--- src/design/pwm_fault_pkg.sv ---
//==========================================================================
// pwm gate-drive fault monitor shared definitions
// fault kind encoding, default parameter values and field widths
//==========================================================================
package pwm_fault_pkg;

    //======================================================================
    // fault kinds
    //======================================================================
    // within one phase the dead-time source ranks ahead of mismatch,
    // so the encoding doubles as the low bit of the source index
    typedef enum logic {
        FK_DEAD_TIME = 1'b0,
        FK_MISMATCH  = 1'b1
    } fault_kind_e;

    // fault sources per phase, one per kind
    localparam int FAULT_KINDS = 2;

    //======================================================================
    // default parameter values
    //======================================================================
    // phase count of the inverter
    localparam int DEF_NUM_PHASES     = 3;
    // consecutive cmd/gate disagreement cycles before a mismatch fault
    localparam int DEF_MM_FILTER_CYC  = 8;
    // receiver buffer size, credits held after reset
    localparam int DEF_MAX_CREDITS    = 4;
    // event queue entries, at least FAULT_KINDS * phase count
    localparam int DEF_EVT_FIFO_DEPTH = 8;

    //======================================================================
    // field widths
    //======================================================================
    // width of a phase index, never below one bit
    function automatic int phase_idx_w(input int num_phases);
        if (num_phases > 1) begin
            return $clog2(num_phases);
        end
        return 1;
    endfunction

endpackage

--- src/design/fault_event_reporter.sv ---
//==========================================================================
// fault event reporter
// sticky status, pending capture, priority encode into an event queue,
// queue head released to the consumer under credit flow control
//==========================================================================
`timescale 1ns/10ps

module fault_event_reporter
    import pwm_fault_pkg::*;
#(
    parameter int NUM_PHASES     = DEF_NUM_PHASES,
    parameter int MAX_CREDITS    = DEF_MAX_CREDITS,
    parameter int EVT_FIFO_DEPTH = DEF_EVT_FIFO_DEPTH
)(
    input  logic [NUM_PHASES-1:0]               i_dt_err,
    input  logic [NUM_PHASES-1:0]               i_mm_err,
    input  logic                                i_evt_credit,
    input  logic                                i_fault_clr,

    output logic                                o_evt_valid,
    output logic [phase_idx_w(NUM_PHASES)-1:0]  o_evt_phase,
    output fault_kind_e                         o_evt_kind,
    output logic [FAULT_KINDS*NUM_PHASES-1:0]   o_fault_status,

    input  logic                                i_clk,
    input  logic                                i_rst_n
);

    localparam int NUM_SRC = FAULT_KINDS * NUM_PHASES;
    localparam int PH_W    = phase_idx_w(NUM_PHASES);
    // source index is {phase, kind}
    localparam int SRC_W   = PH_W + 1;
    localparam int QA_W    = (EVT_FIFO_DEPTH > 1) ? $clog2(EVT_FIFO_DEPTH) : 1;
    localparam int QC_W    = $clog2(EVT_FIFO_DEPTH + 1);
    localparam int CR_W    = $clog2(MAX_CREDITS + 1);

    logic [NUM_PHASES-1:0] mm_q;
    logic [NUM_SRC-1:0]    new_fault;
    logic [NUM_SRC-1:0]    pending;
    logic [NUM_SRC-1:0]    take_oh;
    logic                  take_any;
    logic [SRC_W-1:0]      take_src;
    logic                  q_room;
    logic                  push;
    logic                  pop;
    logic [SRC_W-1:0]      q_mem [EVT_FIFO_DEPTH];
    logic [QA_W-1:0]       wr_ptr;
    logic [QA_W-1:0]       rd_ptr;
    logic [QC_W-1:0]       q_count;
    logic [CR_W-1:0]       credits;
    logic [SRC_W-1:0]      head_q;

    //======================================================================
    // fault capture
    //======================================================================
    always_ff @(posedge i_clk or negedge i_rst_n) begin
        if (!i_rst_n) begin
            mm_q <= '0;
        end else begin
            mm_q <= i_mm_err;
        end
    end

    // dead-time pulses taken as is, mismatch on its rising edge only
    always_comb begin
        for (int p = 0; p < NUM_PHASES; p++) begin
            new_fault[FAULT_KINDS*p]     = i_dt_err[p];
            new_fault[FAULT_KINDS*p + 1] = i_mm_err[p] & ~mm_q[p];
        end
    end

    // a new fault beats a clear in the same cycle;
    // a repeat on a still-pending source merges into it
    always_ff @(posedge i_clk or negedge i_rst_n) begin
        if (!i_rst_n) begin
            o_fault_status <= '0;
            pending        <= '0;
        end else begin
            o_fault_status <= (o_fault_status & {NUM_SRC{~i_fault_clr}}) | new_fault;
            pending        <= (pending & ~take_oh) | new_fault;
        end
    end

    //======================================================================
    // priority encode, lowest source index first
    //======================================================================
    always_comb begin
        take_any = 1'b0;
        take_src = '0;
        take_oh  = '0;
        for (int s = NUM_SRC - 1; s >= 0; s--) begin
            if (pending[s]) begin
                take_any = 1'b1;
                take_src = SRC_W'(s);
            end
        end
        if (push) begin
            take_oh[take_src] = 1'b1;
        end
    end

    //======================================================================
    // event queue
    //======================================================================
    // one record still in the output register holds its credit
    assign pop    = (q_count != '0) && (credits > CR_W'(o_evt_valid));
    assign q_room = (q_count != QC_W'(EVT_FIFO_DEPTH)) || pop;
    assign push   = take_any && q_room;

    always_ff @(posedge i_clk) begin
        if (push) begin
            q_mem[wr_ptr] <= take_src;
        end
    end

    // pointers wrap at the depth, which need not be a power of two
    always_ff @(posedge i_clk or negedge i_rst_n) begin
        if (!i_rst_n) begin
            wr_ptr  <= '0;
            rd_ptr  <= '0;
            q_count <= '0;
        end else begin
            if (push) begin
                wr_ptr <= (wr_ptr == QA_W'(EVT_FIFO_DEPTH - 1)) ? '0 : wr_ptr + 1'b1;
            end
            if (pop) begin
                rd_ptr <= (rd_ptr == QA_W'(EVT_FIFO_DEPTH - 1)) ? '0 : rd_ptr + 1'b1;
            end
            q_count <= q_count + QC_W'(push) - QC_W'(pop);
        end
    end

    //======================================================================
    // credits and output register
    //======================================================================
    // spent on the valid cycle, returned by consumer pulses
    always_ff @(posedge i_clk or negedge i_rst_n) begin
        if (!i_rst_n) begin
            credits     <= CR_W'(MAX_CREDITS);
            o_evt_valid <= 1'b0;
        end else begin
            credits     <= credits - CR_W'(o_evt_valid) + CR_W'(i_evt_credit);
            o_evt_valid <= pop;
        end
    end

    always_ff @(posedge i_clk) begin
        if (pop) begin
            head_q <= q_mem[rd_ptr];
        end
    end

    assign o_evt_phase = head_q[SRC_W-1:1];
    assign o_evt_kind  = fault_kind_e'(head_q[0]);

    //======================================================================
    // checks
    //======================================================================
    // a record goes out only against a held credit
    a_valid_has_credit: assert property (
        @(posedge i_clk) disable iff (!i_rst_n)
        o_evt_valid |-> (credits != '0)
    );

    // consumer never hands back more than it got
    a_credit_bound: assert property (
        @(posedge i_clk) disable iff (!i_rst_n)
        credits <= CR_W'(MAX_CREDITS)
    );

    a_queue_bound: assert property (
        @(posedge i_clk) disable iff (!i_rst_n)
        q_count <= QC_W'(EVT_FIFO_DEPTH)
    );

endmodule

--- src/design/pwm_fault_monitor.sv ---
//==========================================================================
// pwm gate-drive fault monitor top level
// input sync, one checker per phase, and the fault event reporter
//==========================================================================
`timescale 1ns/10ps

module pwm_fault_monitor
    import pwm_fault_pkg::*;
#(
    parameter int NUM_PHASES     = DEF_NUM_PHASES,
    parameter int MM_FILTER_CYC  = DEF_MM_FILTER_CYC,
    parameter int MAX_CREDITS    = DEF_MAX_CREDITS,
    parameter int EVT_FIFO_DEPTH = DEF_EVT_FIFO_DEPTH
)(
    // asynchronous lines from the analog front end
    input  logic [NUM_PHASES-1:0]               i_pwm_dt,
    input  logic [NUM_PHASES-1:0]               i_pwm_cmd,
    input  logic [NUM_PHASES-1:0]               i_pwm_gate,

    input  logic                                i_evt_credit,
    input  logic                                i_fault_clr,

    output logic                                o_evt_valid,
    output logic [phase_idx_w(NUM_PHASES)-1:0]  o_evt_phase,
    output fault_kind_e                         o_evt_kind,
    output logic [FAULT_KINDS*NUM_PHASES-1:0]   o_fault_status,

    input  logic                                i_clk,
    input  logic                                i_rst_n
);

    logic [NUM_PHASES-1:0] dt_sync;
    logic [NUM_PHASES-1:0] cmd_sync;
    logic [NUM_PHASES-1:0] gate_sync;
    logic [NUM_PHASES-1:0] dt_err;
    logic [NUM_PHASES-1:0] mm_err;

    pwm_input_sync #(
        .NUM_PHASES (NUM_PHASES)
    ) u_sync (
        .i_pwm_dt    (i_pwm_dt),
        .i_pwm_cmd   (i_pwm_cmd),
        .i_pwm_gate  (i_pwm_gate),
        .o_dt_sync   (dt_sync),
        .o_cmd_sync  (cmd_sync),
        .o_gate_sync (gate_sync),
        .i_clk       (i_clk),
        .i_rst_n     (i_rst_n)
    );

    // identical checker on every phase
    for (genvar p = 0; p < NUM_PHASES; p++) begin : g_phase
        pwm_phase_monitor #(
            .MM_FILTER_CYC (MM_FILTER_CYC)
        ) u_mon (
            .i_dt_sync   (dt_sync[p]),
            .i_cmd_sync  (cmd_sync[p]),
            .i_gate_sync (gate_sync[p]),
            .o_dt_err    (dt_err[p]),
            .o_mm_err    (mm_err[p]),
            .i_clk       (i_clk),
            .i_rst_n     (i_rst_n)
        );
    end

    fault_event_reporter #(
        .NUM_PHASES     (NUM_PHASES),
        .MAX_CREDITS    (MAX_CREDITS),
        .EVT_FIFO_DEPTH (EVT_FIFO_DEPTH)
    ) u_report (
        .i_dt_err       (dt_err),
        .i_mm_err       (mm_err),
        .i_evt_credit   (i_evt_credit),
        .i_fault_clr    (i_fault_clr),
        .o_evt_valid    (o_evt_valid),
        .o_evt_phase    (o_evt_phase),
        .o_evt_kind     (o_evt_kind),
        .o_fault_status (o_fault_status),
        .i_clk          (i_clk),
        .i_rst_n        (i_rst_n)
    );

endmodule

--- src/design/pwm_input_sync.sv ---
//==========================================================================
// pwm input synchronizer bank
// two reset-to-zero flops on every dead-time, command and gate line
//==========================================================================
`timescale 1ns/10ps

module pwm_input_sync
    import pwm_fault_pkg::*;
#(
    parameter int NUM_PHASES = DEF_NUM_PHASES
)(
    input  logic [NUM_PHASES-1:0] i_pwm_dt,
    input  logic [NUM_PHASES-1:0] i_pwm_cmd,
    input  logic [NUM_PHASES-1:0] i_pwm_gate,

    output logic [NUM_PHASES-1:0] o_dt_sync,
    output logic [NUM_PHASES-1:0] o_cmd_sync,
    output logic [NUM_PHASES-1:0] o_gate_sync,

    input  logic                  i_clk,
    input  logic                  i_rst_n
);

    // all three input groups handled as one bus
    localparam int LINES = 3 * NUM_PHASES;

    logic [LINES-1:0] async_in;
    // first stage, may go metastable
    logic [LINES-1:0] meta_q;
    // second stage, safe to use in the clock domain
    logic [LINES-1:0] sync_q;

    // packing order: dt low, then cmd, gate on top
    assign async_in = {i_pwm_gate, i_pwm_cmd, i_pwm_dt};

    always_ff @(posedge i_clk or negedge i_rst_n) begin
        if (!i_rst_n) begin
            meta_q <= '0;
            sync_q <= '0;
        end else begin
            meta_q <= async_in;
            sync_q <= meta_q;
        end
    end

    //======================================================================
    // unpack per input group
    //======================================================================
    assign o_dt_sync   = sync_q[NUM_PHASES-1:0];
    assign o_cmd_sync  = sync_q[2*NUM_PHASES-1:NUM_PHASES];
    assign o_gate_sync = sync_q[3*NUM_PHASES-1:2*NUM_PHASES];

endmodule

--- src/design/pwm_phase_monitor.sv ---
//==========================================================================
// per-phase gate-drive checker
// dead-time rising-edge detect and filtered command/gate mismatch detect
//==========================================================================
`timescale 1ns/10ps

module pwm_phase_monitor
    import pwm_fault_pkg::*;
#(
    parameter int MM_FILTER_CYC = DEF_MM_FILTER_CYC
)(
    input  logic i_dt_sync,
    input  logic i_cmd_sync,
    input  logic i_gate_sync,

    output logic o_dt_err,
    output logic o_mm_err,

    input  logic i_clk,
    input  logic i_rst_n
);

    // counter only needs to reach the saturation value
    localparam int CNT_W = (MM_FILTER_CYC > 1) ? $clog2(MM_FILTER_CYC) : 1;
    // value held on the MM_FILTER_CYC-th disagreeing cycle
    localparam logic [CNT_W-1:0] CNT_SAT = CNT_W'(MM_FILTER_CYC - 1);

    // previous dead-time level
    logic             dt_q;
    // command and gate disagree this cycle
    logic             wave_diff;
    // consecutive disagreeing cycles, minus one
    logic [CNT_W-1:0] diff_cnt;

    //======================================================================
    // dead-time edge
    //======================================================================
    always_ff @(posedge i_clk or negedge i_rst_n) begin
        if (!i_rst_n) begin
            dt_q <= 1'b0;
        end else begin
            dt_q <= i_dt_sync;
        end
    end

    // one cycle, on the first high cycle only
    assign o_dt_err = i_dt_sync & ~dt_q;

    //======================================================================
    // mismatch filter
    //======================================================================
    assign wave_diff = i_cmd_sync ^ i_gate_sync;

    // restart on every agreeing cycle, hold at saturation
    always_ff @(posedge i_clk or negedge i_rst_n) begin
        if (!i_rst_n) begin
            diff_cnt <= '0;
        end else if (!wave_diff) begin
            diff_cnt <= '0;
        end else if (diff_cnt != CNT_SAT) begin
            diff_cnt <= diff_cnt + 1'b1;
        end
    end

    // drops the same cycle the waves agree again
    assign o_mm_err = wave_diff & (diff_cnt == CNT_SAT);

    //======================================================================
    // checks
    //======================================================================
    // a dead-time fault is a single-cycle event
    a_dt_err_single: assert property (
        @(posedge i_clk) disable iff (!i_rst_n)
        o_dt_err |=> !o_dt_err
    );

endmodule

--- config.mk ---
export PLATFORM = sky130hd
export DESIGN_NAME = pwm_fault_monitor
export DESIGN_NICKNAME = d
export VERILOG_FILES = /design/src/design/pwm_fault_pkg.sv /design/src/design/fault_event_reporter.sv /design/src/design/pwm_fault_monitor.sv /design/src/design/pwm_input_sync.sv /design/src/design/pwm_phase_monitor.sv
export SDC_FILE = /design/constraint.sdc
export NUM_CORES = 1
export LEC_CHECK = 0
export ABC_AREA = 0
export BUFFER_PORTS_ARGS = -buffer_cell sky130_fd_sc_hd__buf_4
export CORE_ASPECT_RATIO = 0.8
export CORE_UTILIZATION = 35
export CTS_BUF_LIST = sky130_fd_sc_hd__clkbuf_16
export DETAILED_ROUTE_END_ITERATION = 8
export SKIP_CTS_REPAIR_TIMING = 1
export SYNTH_ARGS = -nofsm -noshare
export SYNTH_HDL_FRONTEND = slang
export SYNTH_SLANG_ARGS = --single-unit
--- constraint.sdc ---
create_clock -name i_clk -period 5.15 [get_ports i_clk]
set_clock_uncertainty 0.2 [all_clocks]
set_input_delay 1.03 -clock i_clk [delete_from_list [all_inputs] [get_ports i_clk]]
set_output_delay 1.03 -clock i_clk [all_outputs]
set_load 0.01 [all_outputs]
==> results.py, run 1 <==
metrics = {
    "run_status": {
        "outcome": "finished, final reports clean",
    },
    "worst_setup_path": {
        "logic_depth_of_the_worst_register_to_register_path": 9,
        "timing.critical_path.arrival_ps": 2890,
        "rr_startpoint": "u_report.o_evt_valid",
        "timing.critical_path.required_ps": 5180,
        "r2r_setup_slack_ps": 2290,
        "timing.critical_path.fanout_max": 8,
        "timing.setup.critical_path_class": "reg2reg",
        "critical_path.startpoint_type": "register",
        "r2r-end": "u_report.q_count[1]",
        "end_kind": "register",
    },
    "yosys": {
        "syn_avg_cell_area_um2": 15.5,
        "postSynthNetCount": 257,
        "synth-seq-area-share_pct": 66.0,
        "synth-simple-area-share_pct": 6.64,
        "post_synth_top_area_cell": "sky130_fd_sc_hd__dfrtp_1",
        "asyncSetResetFlopFracSynth_pct": 68.6,
        "synth.top_cells.by_area": "sky130_fd_sc_hd__dfrtp_1, sky130_fd_sc_hd__edfxtp_1, sky130_fd_sc_hd__ha_1, sky130_fd_sc_hd__mux4_1, sky130_fd_sc_hd__inv_1",
        "muxShareOfSynthArea_pct": 9.53,
        "synth_compound_area_share_pct": 4.73,
        "synth-adder-area-share_pct": 8.01,
        "synth_cells": 223,
        "synth_ff_type": "sky130_fd_sc_hd__dfrtp_1",
        "post_synth_num_cell_types": 34,
        "ys_ff_latch": 86,
        "synth_top_family_by_area": "multiplexers",
        "post_synth_xor_area_fraction_pct": 2.27,
        "synth_largest_type_area_fraction_pct": 41.9,
        "number_of_enable_type_register_cells_in_the_synthesized_netlist": 27,
        "post_synthesis_cell_area_um2": 3470,
        "yosysWarnings": 0,
    },
    "global_route": {
        "globalRouteOverflowTotal": 0,
        "first_global_vias": 1868,
        "global_route_wire_length_before_repair_mm": 8.97,
        "antenna_violations_before_repair": 0,
        "grt_start_max_net_pins": 60,
        "gr-usage-all-layers_pct": 11.8,
    },
    "clock_tree": {
        "tritoncts_clock_tree": "yes",
        "clock_net_sink_count": 86,
        "h_tree_depth": 3,
        "clk_root_buffer_cell": "sky130_fd_sc_hd__clkbuf_16",
        "worstSkewPairLatency_ps": 330,
        "worst_setup_hold_path_clk_slew_ps": 60,
        "cts_buffers": 9,
        "clock_tree.buffer_depth": 2,
    },
    "sta": {
        "max_freq_mhz": 350,
        "finalMaxSlewViolations": 0,
        "final_hold_violation_count": 0,
        "max_slew_margin_pct": 50.3,
        "setup_viol_count_final": 0,
        "worst_pin_slew_ps": 745,
        "tns_ps": 0,
        "finalWorstPathRequiredPeriod_ps": 2860,
        "post-route-period-util_pct": 55.5,
        "rsz_0062_raised_after_global_routing": "no",
    },
    "detailed_routing": {
        "vias": 1769,
        "totalWireLength_mm": 5.10,
        "detailedRoute.firstPassIterationCount": 4,
        "drt_initial_violations": 64,
        "drt-vias-per-instance": 4.48,
        "ant_nets": 0,
        "route.detailed.wl_per_inst_um": 12.9,
        "drc": 0,
    },
    "placement": {
        "placement.cell_area_um2": 3790,
        "place.gp.congestion": 0.701,
        "place_hpwl_mm": 3.52,
        "number_of_buffer_cells_added_on_primary_ports": 22,
    },
    "finish": {
        "nFillCells": 899,
        "final_area_um2": 4060,
        "final_common_cell": "sky130_fd_sc_hd__dfrtp_1",
        "final_layout_size_suffix_gt1_share_pct": 20.1,
        "final_core_utilization_pct": 42.1,
        "highest_count_cells_in_the_layout_ignoring_fill_and_taps": "sky130_fd_sc_hd__dfrtp_1, sky130_fd_sc_hd__edfxtp_1, sky130_fd_sc_hd__inv_1, sky130_fd_sc_hd__buf_4",
        "num-nets-final": 288,
        "diodes": 0,
        "growth_of_design_area_from_synthesis_to_finish_pct": 17.1,
    },
    "die": {
        "dieWidth_um": 113,
        "std_cell_rows": 32,
        "ios": 23,
        "coreArea_um2": 9650,
        "initial_core_util_pct": 35.9,
        "floorplan.die.height_um": 91.0,
        "die_area_um2": 10300,
    },
    "pwr": {
        "static-leakage-power_uw": 0.00181,
        "ir_drop_uv": 230,
        "fin_total_pwr_uw": 2180,
        "power_density_nw_per_um2": 537,
    },
    "worst_hold_path": {
        "hold_path.startpoint": "u_sync.meta_q[4]",
        "min_delay_path_depth": 0,
        "hold_end": "u_sync.sync_q[4]",
        "hold_path_class": "reg2reg",
    },
    "flow_run": {
        "maximum_capacitance_violations": 0,
    },
}
layout make-up:
cell class                      count  area, um2  share of cell area [%]
Clock inverter                      7       46.3                    1.14
Timing Repair Buffer               22        165                    4.07
Clock buffer                        9        225                    5.55
Tap cell                          136        170                    4.19
Inverter                           22       82.6                    2.03
Multi-Input combinational cell    113       1080                    26.6
Sequential cell                    86       2290                    56.4
sequential cells by signal, indices dropped and copies added (netlist names), 4 cells and up:
| register | flops |
|---|---|
| u_report.q_mem | 24 |
| g_phase.u_mon.diff_cnt | 9 |
| u_sync.meta_q | 9 |
| u_sync.sync_q | 9 |
| u_report.o_fault_status | 6 |
| u_report.pending | 6 |
| u_report.q_count | 4 |
power by group:
group          internal [uW]  leakage [uW]  total (uW)  switching [uW]
clock                    327      0.000134         584             257
sequential               883      0.000978         991             108
combinational            313      0.000701         603             289
total                   1520       0.00181        2180             655
per-layer routing:
metal  GRT usage [%]  wire length, um  vias up  share of wire (%)
met5               0                0        -                  0
met4            3.95               33        0               0.65
met3            5.81              268        2                5.3
met2            17.8             2390       37                 47
met1            14.7             2420      881                 47
li1                -                -      849                  -
worst max-delay path by stage:
stage | startpoint | to | slack, ps
2_1_floorplan | u_report.o_evt_valid | u_report.q_count[2] | 2480
3_3_place_gp | u_report.o_evt_valid | u_report.q_count[2] | 2320
3_5_place_dp | u_report.o_evt_valid | u_report.q_count[1] | 2260
4_1_cts | u_report.o_evt_valid | u_report.q_count[1] | 2250
5_1_grt | u_report.o_evt_valid | u_report.q_count[3] | 2120
6_report | u_report.o_evt_valid | u_report.q_count[1] | 2290
cell usage after synthesis, drive strengths merged, types with 5 or more instances:
cell type	number
dfrtp	58
edfxtp	27
inv	22
ha	19
nor2	19
mux2	9
mux2i	6
mux4	6
nand2	6
nand2b	6
o2bb2ai	5
xor2	5
cells by family (layout without fill, tap and decap cells):
kind of cell,count (synthesis),in the layout
flops,86,86
mux,21,21
compound gates,19,19
fa+ha+maj,21,21
simple gates,43,43
buf+inv,24,60
xor+xnor,9,9
metrics by stage:
step | worst slack, ps | hold WS (ps) | std cells
after floorplan | 2480 | 131 | 223
after global placement | 2320 | 132 | 379
after detailed placement | 2260 | 136 | 379
after CTS | 2250 | 150 | 395
after global routing | 2120 | 157 | 395
final | 2290 | 146 | 395
critical path, stage by stage, from the launching register on:
cell	delay (ps)
sky130_fd_sc_hd__dfrtp_1	380
sky130_fd_sc_hd__ha_1	310
sky130_fd_sc_hd__nor3b_2	190
sky130_fd_sc_hd__a221oi_2	570
sky130_fd_sc_hd__ha_1	350
sky130_fd_sc_hd__inv_1	50
sky130_fd_sc_hd__ha_1	150
sky130_fd_sc_hd__inv_1	50
sky130_fd_sc_hd__fa_1	470
sky130_fd_sc_hd__inv_1	40
(Power assumes the default switching activity.)
==> run 2, diff against run 1 <==
==> constraint.sdc (replaced) <==
create_clock -name i_clk -period 2.6 [get_ports i_clk]
set_clock_uncertainty 0.2 [all_clocks]
set_input_delay 0.52 -clock i_clk [delete_from_list [all_inputs] [get_ports i_clk]]
set_output_delay 0.52 -clock i_clk [all_outputs]
set_load 0.01 [all_outputs]
==> run 2 against run 1 <==
Setup slack got worse by 2200 ps. Final cell count up 2.3%. Core utilization increased by 1.3 points. Sequential power up 98%. Via count grew 1.5%. Critical path type unchanged. Critical endpoint unchanged. Largest cell class unchanged. Largest power group unchanged. Highest routed layer unchanged.
==> results.py, run 2 (synthesis results as in run 1) <==
metrics = {
    "detailed_routing": {
        "vias": 1795,
        "drt_initial_violations": 36,
        "detailedRoute.firstPassIterationCount": 4,
        "drt-vias-per-instance": 4.44,
        "totalWireLength_mm": 5.18,
        "drc": 0,
        "ant_nets": 0,
        "route.detailed.wl_per_inst_um": 12.8,
    },
    "run_status": {
        "outcome": "finished, final reports clean",
    },
    "pwr": {
        "power.clock.fraction_pct": 25.2,
        "power.share.switching_pct": 30.0,
        "power_density_nw_per_um2": 1080,
        "power_switching_uw": 1350,
        "power.combinational.fraction_pct": 31.4,
        "static-leakage-power_uw": 0.00186,
        "seqPwrFrac_pct": 43.4,
        "ir_drop_uv": 535,
        "intPower_uw": 3160,
    },
    "clock_tree": {
        "clk_root_buffer_cell": "sky130_fd_sc_hd__clkbuf_16",
        "h_tree_depth": 3,
        "cts_buffers": 9,
        "clock_tree.buffer_depth": 2,
        "worstSkewPairLatency_ps": 340,
        "clock_net_sink_count": 86,
        "tritoncts_clock_tree": "yes",
        "worst_setup_hold_path_clk_slew_ps": 60,
    },
    "finish": {
        "largest_reg_flops": 24,
        "multi_input_area_um2": 1140,
        "highest_count_cells_in_the_layout_ignoring_fill_and_taps": "sky130_fd_sc_hd__dfrtp_1, sky130_fd_sc_hd__buf_4, sky130_fd_sc_hd__edfxtp_1, sky130_fd_sc_hd__inv_1, sky130_fd_sc_hd__nor2_1",
        "final_area_um2": 4180,
        "top_register": "u_report.q_mem",
        "sequential_cell_area_um2": 2290,
        "diodes": 0,
        "num-nets-final": 297,
        "nFillCells": 880,
        "final_common_cell": "sky130_fd_sc_hd__dfrtp_1",
        "growth_of_design_area_from_synthesis_to_finish_pct": 20.6,
        "final_layout_size_suffix_gt1_share_pct": 24.6,
        "layoutNonFillerInstCount": 404,
    },
    "sta": {
        "worst_pin_slew_ps": 726,
        "max_freq_mhz": 396,
        "final_hold_violation_count": 0,
        "post-route-period-util_pct": 97.2,
        "setup_viol_count_final": 0,
        "tns_ps": 0,
        "finalWorstPathRequiredPeriod_ps": 2530,
        "max_slew_margin_pct": 51.6,
        "finalMaxSlewViolations": 0,
    },
    "worst_setup_path": {
        "r2r-end": "u_report.q_count[1]",
        "timing.critical_path.required_ps": 2630,
        "timing.critical_path.fanout_max": 2,
        "timing.critical_path.arrival_ps": 2560,
        "end_kind": "register",
        "cp-endpoint": "u_report.q_count[1]",
        "rr_startpoint": "u_report.credits[2]",
        "startpoint": "u_report.credits[2]",
        "timing.setup.critical_path_class": "reg2reg",
        "logic_depth_of_the_worst_register_to_register_path": 11,
        "r2r_setup_slack_ps": 70,
        "critical_path.startpoint_type": "register",
    },
    "global_route": {
        "gr-usage-all-layers_pct": 11.5,
        "globalRouteOverflowTotal": 0,
        "antenna_violations_before_repair": 0,
        "global_route_wire_length_before_repair_mm": 8.83,
        "first_global_vias": 1830,
        "grt_start_max_net_pins": 60,
    },
    "placement": {
        "number_of_buffer_cells_added_on_primary_ports": 22,
        "place_hpwl_mm": 3.54,
        "post-place-cells": 387,
        "placement.cell_area_um2": 3900,
        "place.gp.congestion": 0.681,
    },
    "die": {
        "die_area_um2": 10300,
        "ios": 23,
        "coreArea_um2": 9650,
        "initial_core_util_pct": 35.9,
        "dieWidth_um": 113,
        "std_cell_rows": 32,
        "floorplan.die.height_um": 91.0,
    },
    "flow_run": {
        "maximum_capacitance_violations": 0,
    },
    "worst_hold_path": {
        "hold_path_class": "in2async",
    },
}
==> run 2: cell count changes in the layout (fill, tap and decap cells not counted), moves of 2 or more <==
cell | before | now
sky130_fd_sc_hd__buf_4 | 22 | 31
sky130_fd_sc_hd__ha_1 | 19 | 16
sky130_fd_sc_hd__ha_4 | 0 | 3
sky130_fd_sc_hd__inv_2 | 1 | 3
==> run 2: worst min-delay path by stage <==
stage	to	slack (ps)	depth (start not counted)
floorplan	g_phase[0].u_mon.diff_cnt[0]	20	0
detailed placement	u_sync.sync_q[1]	130	0
global placement	u_sync.sync_q[1]	130	0
finish	u_report.credits[0]	30	1
CTS	u_report.credits[0]	60	1
global route	u_sync.meta_q[8]	60	1
==> run 2: routing by layer <==
metal  vias to the layer above  wire length [um]  share of wire, %  global-route usage (%)
li1                        867                 -                 -                       -
met4                         0                39              0.75                    4.28
met2                        33              2400                46                    17.4
met5                         -                 0                 0                       0
met1                       890              2490                48                    14.3
met3                         5               256               4.9                    5.34
==> run 2: power groups by stage <==
stage	Sequential, uW	Combinational, uW	Clock [uW]
finish	1960	1420	1140
global route	2000	1630	1240
CTS	1960	1430	1190
detailed placement	1990	1420	0
global placement	1970	1350	0
floorplan	1930	1070	0
==> run 2: area by class of cell <==
cell class	instances	share of cell area [%]
inverter	22	1.98
timing repair buffer	31	5.57
multi-input combinational	113	27.2
sequential	86	54.7
clock buffer	9	5.39
clock inverter	7	1.02
tap	136	4.07
==> run 2: critical path: stages (launching register included) <==
cell	delay (ps)
sky130_fd_sc_hd__dfstp_2	540
sky130_fd_sc_hd__inv_2	40
sky130_fd_sc_hd__ha_4	160
sky130_fd_sc_hd__a21o_1	200
sky130_fd_sc_hd__o211ai_4	200
sky130_fd_sc_hd__nand2_4	80
sky130_fd_sc_hd__ha_4	240
sky130_fd_sc_hd__inv_2	60
sky130_fd_sc_hd__ha_4	120
sky130_fd_sc_hd__inv_2	40
sky130_fd_sc_hd__fa_2	510
sky130_fd_sc_hd__inv_1	40
==> run 2: metrics by stage <==
stage	setup WS [ps]	utilization (%)	hold WS, ps	total power [uW]
after floorplan	-11.1	-	24.4	3000
after global placement	91.8	40.4	132	3330
after detailed placement	34.5	40.4	135	3410
after CTS	22.0	43.2	64.7	4580
after global routing	-12.0	43.3	63.0	4870
final	72.4	43.3	34.6	4510
==> run 3, diff against run 2 <==
--- a/config.mk
+++ b/config.mk
@@ -9,8 +9,9 @@
 export BUFFER_PORTS_ARGS = -buffer_cell sky130_fd_sc_hd__buf_4
 export CORE_ASPECT_RATIO = 0.8
 export CORE_UTILIZATION = 35
-export CTS_BUF_LIST = sky130_fd_sc_hd__clkbuf_16
+export CTS_BUF_LIST = sky130_fd_sc_hd__clkbuf_4
 export DETAILED_ROUTE_END_ITERATION = 8
+export REMOVE_ABC_BUFFERS = 1
 export SKIP_CTS_REPAIR_TIMING = 1
 export SYNTH_ARGS = -nofsm -noshare
 export SYNTH_HDL_FRONTEND = slang
==> run 3 against run 2 <==
Sequential cell count unchanged. Highest routed layer unchanged. Final cell count increased by 1.7%. First-iteration DRC count increased by 97%. Largest cell class unchanged. Final area decreased by 1.3%. Critical endpoint unchanged. Setup slack gained 6.4 ps.
==> results.py, run 3 (synthesis results as in run 1) <==
metrics = {
    "run_status": {
        "outcome": "finished, final reports clean",
    },
    "detailed_routing": {
        "ant_nets": 0,
        "drt-vias-per-instance": 4.39,
        "drt_initial_violations": 71,
        "detailedRoute.firstPassIterationCount": 4,
        "vias": 1804,
        "route.detailed.wl_per_inst_um": 12.2,
        "drc": 0,
        "totalWireLength_mm": 4.99,
    },
    "pwr": {
        "seqPwrFrac_pct": 48.3,
        "power_switching_uw": 1270,
        "power.combinational.fraction_pct": 33.3,
        "power.clock.fraction_pct": 18.4,
        "power_density_nw_per_um2": 985,
        "fin_total_pwr_uw": 4060,
        "power.share.switching_pct": 31.2,
        "ir_drop_uv": 322,
        "static-leakage-power_uw": 0.00183,
        "intPower_uw": 2800,
    },
    "worst_setup_path": {
        "slowest_delay_ps": 550,
        "critPathTopFamily": "adder cells",
        "cp.buffers_inverters": 4,
        "rr_startpoint": "u_report.credits[2]",
        "timing.critical_path.required_ps": 2730,
        "r2r-end": "u_report.q_count[1]",
        "timing.critical_path.fanout_max": 2,
        "critical_path.slowest_cell": "sky130_fd_sc_hd__dfstp_2",
        "r2r_setup_slack_ps": 80,
        "crit_chain": "inv_1 -> ha_2 -> a21o_1 -> o211ai_4 -> nand2_4 -> ha_4 -> inv_2 -> ha_4 -> inv_2 -> fa_2 -> inv_1",
        "logic_depth_of_the_worst_register_to_register_path": 11,
        "timing.setup.critical_path_class": "reg2reg",
        "timing.critical_path.arrival_ps": 2660,
        "end_kind": "register",
        "critical_path.startpoint_type": "register",
    },
    "finish": {
        "growth_of_design_area_from_synthesis_to_finish_pct": 19.0,
        "num-nets-final": 304,
        "final_common_cell": "sky130_fd_sc_hd__dfrtp_1",
        "largest_reg_flops": 24,
        "highest_count_cells_in_the_layout_ignoring_fill_and_taps": "sky130_fd_sc_hd__dfrtp_1, sky130_fd_sc_hd__buf_4, sky130_fd_sc_hd__edfxtp_1, sky130_fd_sc_hd__inv_1, sky130_fd_sc_hd__nor2_1",
        "diodes": 0,
        "final_layout_size_suffix_gt1_share_pct": 24.7,
        "top_register": "u_report.q_mem",
        "final_core_utilization_pct": 42.8,
        "nFillCells": 891,
    },
    "clock_tree": {
        "clk_root_buffer_cell": "sky130_fd_sc_hd__clkbuf_4",
        "clock_net_sink_count": 86,
        "h_tree_depth": 3,
        "clock_tree.buffer_depth": 2,
        "worst_setup_hold_path_clk_slew_ps": 130,
        "tritoncts_clock_tree": "yes",
        "cts_buffers": 9,
        "worstSkewPairLatency_ps": 420,
    },
    "placement": {
        "place_hpwl_mm": 3.49,
        "number_of_buffer_cells_added_on_primary_ports": 22,
        "place.gp.congestion": 0.694,
    },
    "sta": {
        "final_hold_violation_count": 0,
        "setup_viol_count_final": 0,
        "max_freq_mhz": 397,
        "max_slew_margin_pct": 51.7,
        "post-route-period-util_pct": 97.0,
        "rsz_0062_raised_after_global_routing": "no",
        "finalWorstPathRequiredPeriod_ps": 2520,
        "worst_pin_slew_ps": 725,
        "tns_ps": 0,
        "finalMaxSlewViolations": 0,
    },
    "flow_run": {
        "maximum_capacitance_violations": 0,
    },
    "die": {
        "die_area_um2": 10300,
        "ios": 23,
        "dieWidth_um": 113,
        "initial_core_util_pct": 35.9,
        "floorplan.die.height_um": 91.0,
        "coreArea_um2": 9650,
        "std_cell_rows": 32,
    },
    "global_route": {
        "global_route_wire_length_before_repair_mm": 8.56,
        "grt_start_max_net_pins": 60,
        "globalRouteOverflowTotal": 0,
        "antenna_violations_before_repair": 0,
        "gr-usage-all-layers_pct": 11.1,
        "first_global_vias": 1777,
    },
    "worst_hold_path": {
        "hold_path_class": "in2reg",
        "hold_path.startpoint": "i_fault_clr",
        "min_delay_path_depth": 2,
        "hold_end": "u_report.o_fault_status[3]",
    },
}
[run 3: changes by cell type in the layout (fill, tap and decap cells not counted), sizes merged]
cell         change
bufinv           +1
inv              -2
buf              -3
clkbuf           +2
dlygate4sd3     +10
clkinv           -1
[run 3: power groups by stage]
stage          sequential [uW]  combinational [uW]  clock [uW]
2_1_floorplan             1950                 918           0
3_3_place_gp              1980                1200           0
3_5_place_dp              1990                1250           0
4_1_cts                   1960                1260         791
5_1_grt                   2010                1530         842
6_report                  1960                1350         746
[run 3: worst register-to-register path, cell delays in order, from the launching register on]
cell,delay (ps)
sky130_fd_sc_hd__dfstp_2,550
sky130_fd_sc_hd__inv_1,40
sky130_fd_sc_hd__ha_2,170
sky130_fd_sc_hd__a21o_1,180
sky130_fd_sc_hd__o211ai_4,220
sky130_fd_sc_hd__nand2_4,80
sky130_fd_sc_hd__ha_4,240
sky130_fd_sc_hd__inv_2,60
sky130_fd_sc_hd__ha_4,130
sky130_fd_sc_hd__inv_2,30
sky130_fd_sc_hd__fa_2,500
sky130_fd_sc_hd__inv_1,30
[run 3: worst max path at each step]
stage          cells past startpoint             endpoint                 start  slack (ps)
5_1_grt                           11  u_report.q_count[1]   u_report.credits[2]           6
3_5_place_dp                      11  u_report.q_count[2]   u_report.credits[2]          30
6_report                          11  u_report.q_count[1]   u_report.credits[2]          80
2_1_floorplan                      9  u_report.q_count[2]  u_report.o_evt_valid         -70
3_3_place_gp                      11  u_report.q_count[2]   u_report.credits[2]          90
4_1_cts                           11  u_report.q_count[2]   u_report.credits[2]         -10
[run 3: layout make-up]
| cell class | instances | area, um2 | area share, % |
|---|---|---|---|
| Sequential cell | 86 | 2290 | 55.5 |
| Inverter | 22 | 82.6 | 2.00 |
| Multi-Input combinational cell | 113 | 1130 | 27.4 |
| Clock buffer | 11 | 82.6 | 2.00 |
| Clock inverter | 5 | 60.1 | 1.46 |
| Tap cell | 136 | 170 | 4.12 |
| Timing Repair Buffer | 38 | 310 | 7.52 |
[run 3: per-layer routing]
layer | track usage (%) | wire length [um]
met1 | 14.4 | 2400
met2 | 16.2 | 2280
met3 | 4.74 | 226
met4 | 4.61 | 89
met5 | 0 | 0
[run 3: per-stage QoR]
| step | hold slack (ps) | setup slack, ps | area [um2] | cells |
|---|---|---|---|---|
| after floorplan | 24.4 | -73.2 | 3450 | 221 |
| after global placement | 131 | 89.4 | 3820 | 383 |
| after detailed placement | 135 | 27.8 | 3820 | 383 |
| after CTS | -72.4 | -12.0 | 3960 | 399 |
| after global routing | 50.4 | 5.86 | 4130 | 411 |
| final | 75.5 | 78.8 | 4130 | 411 |
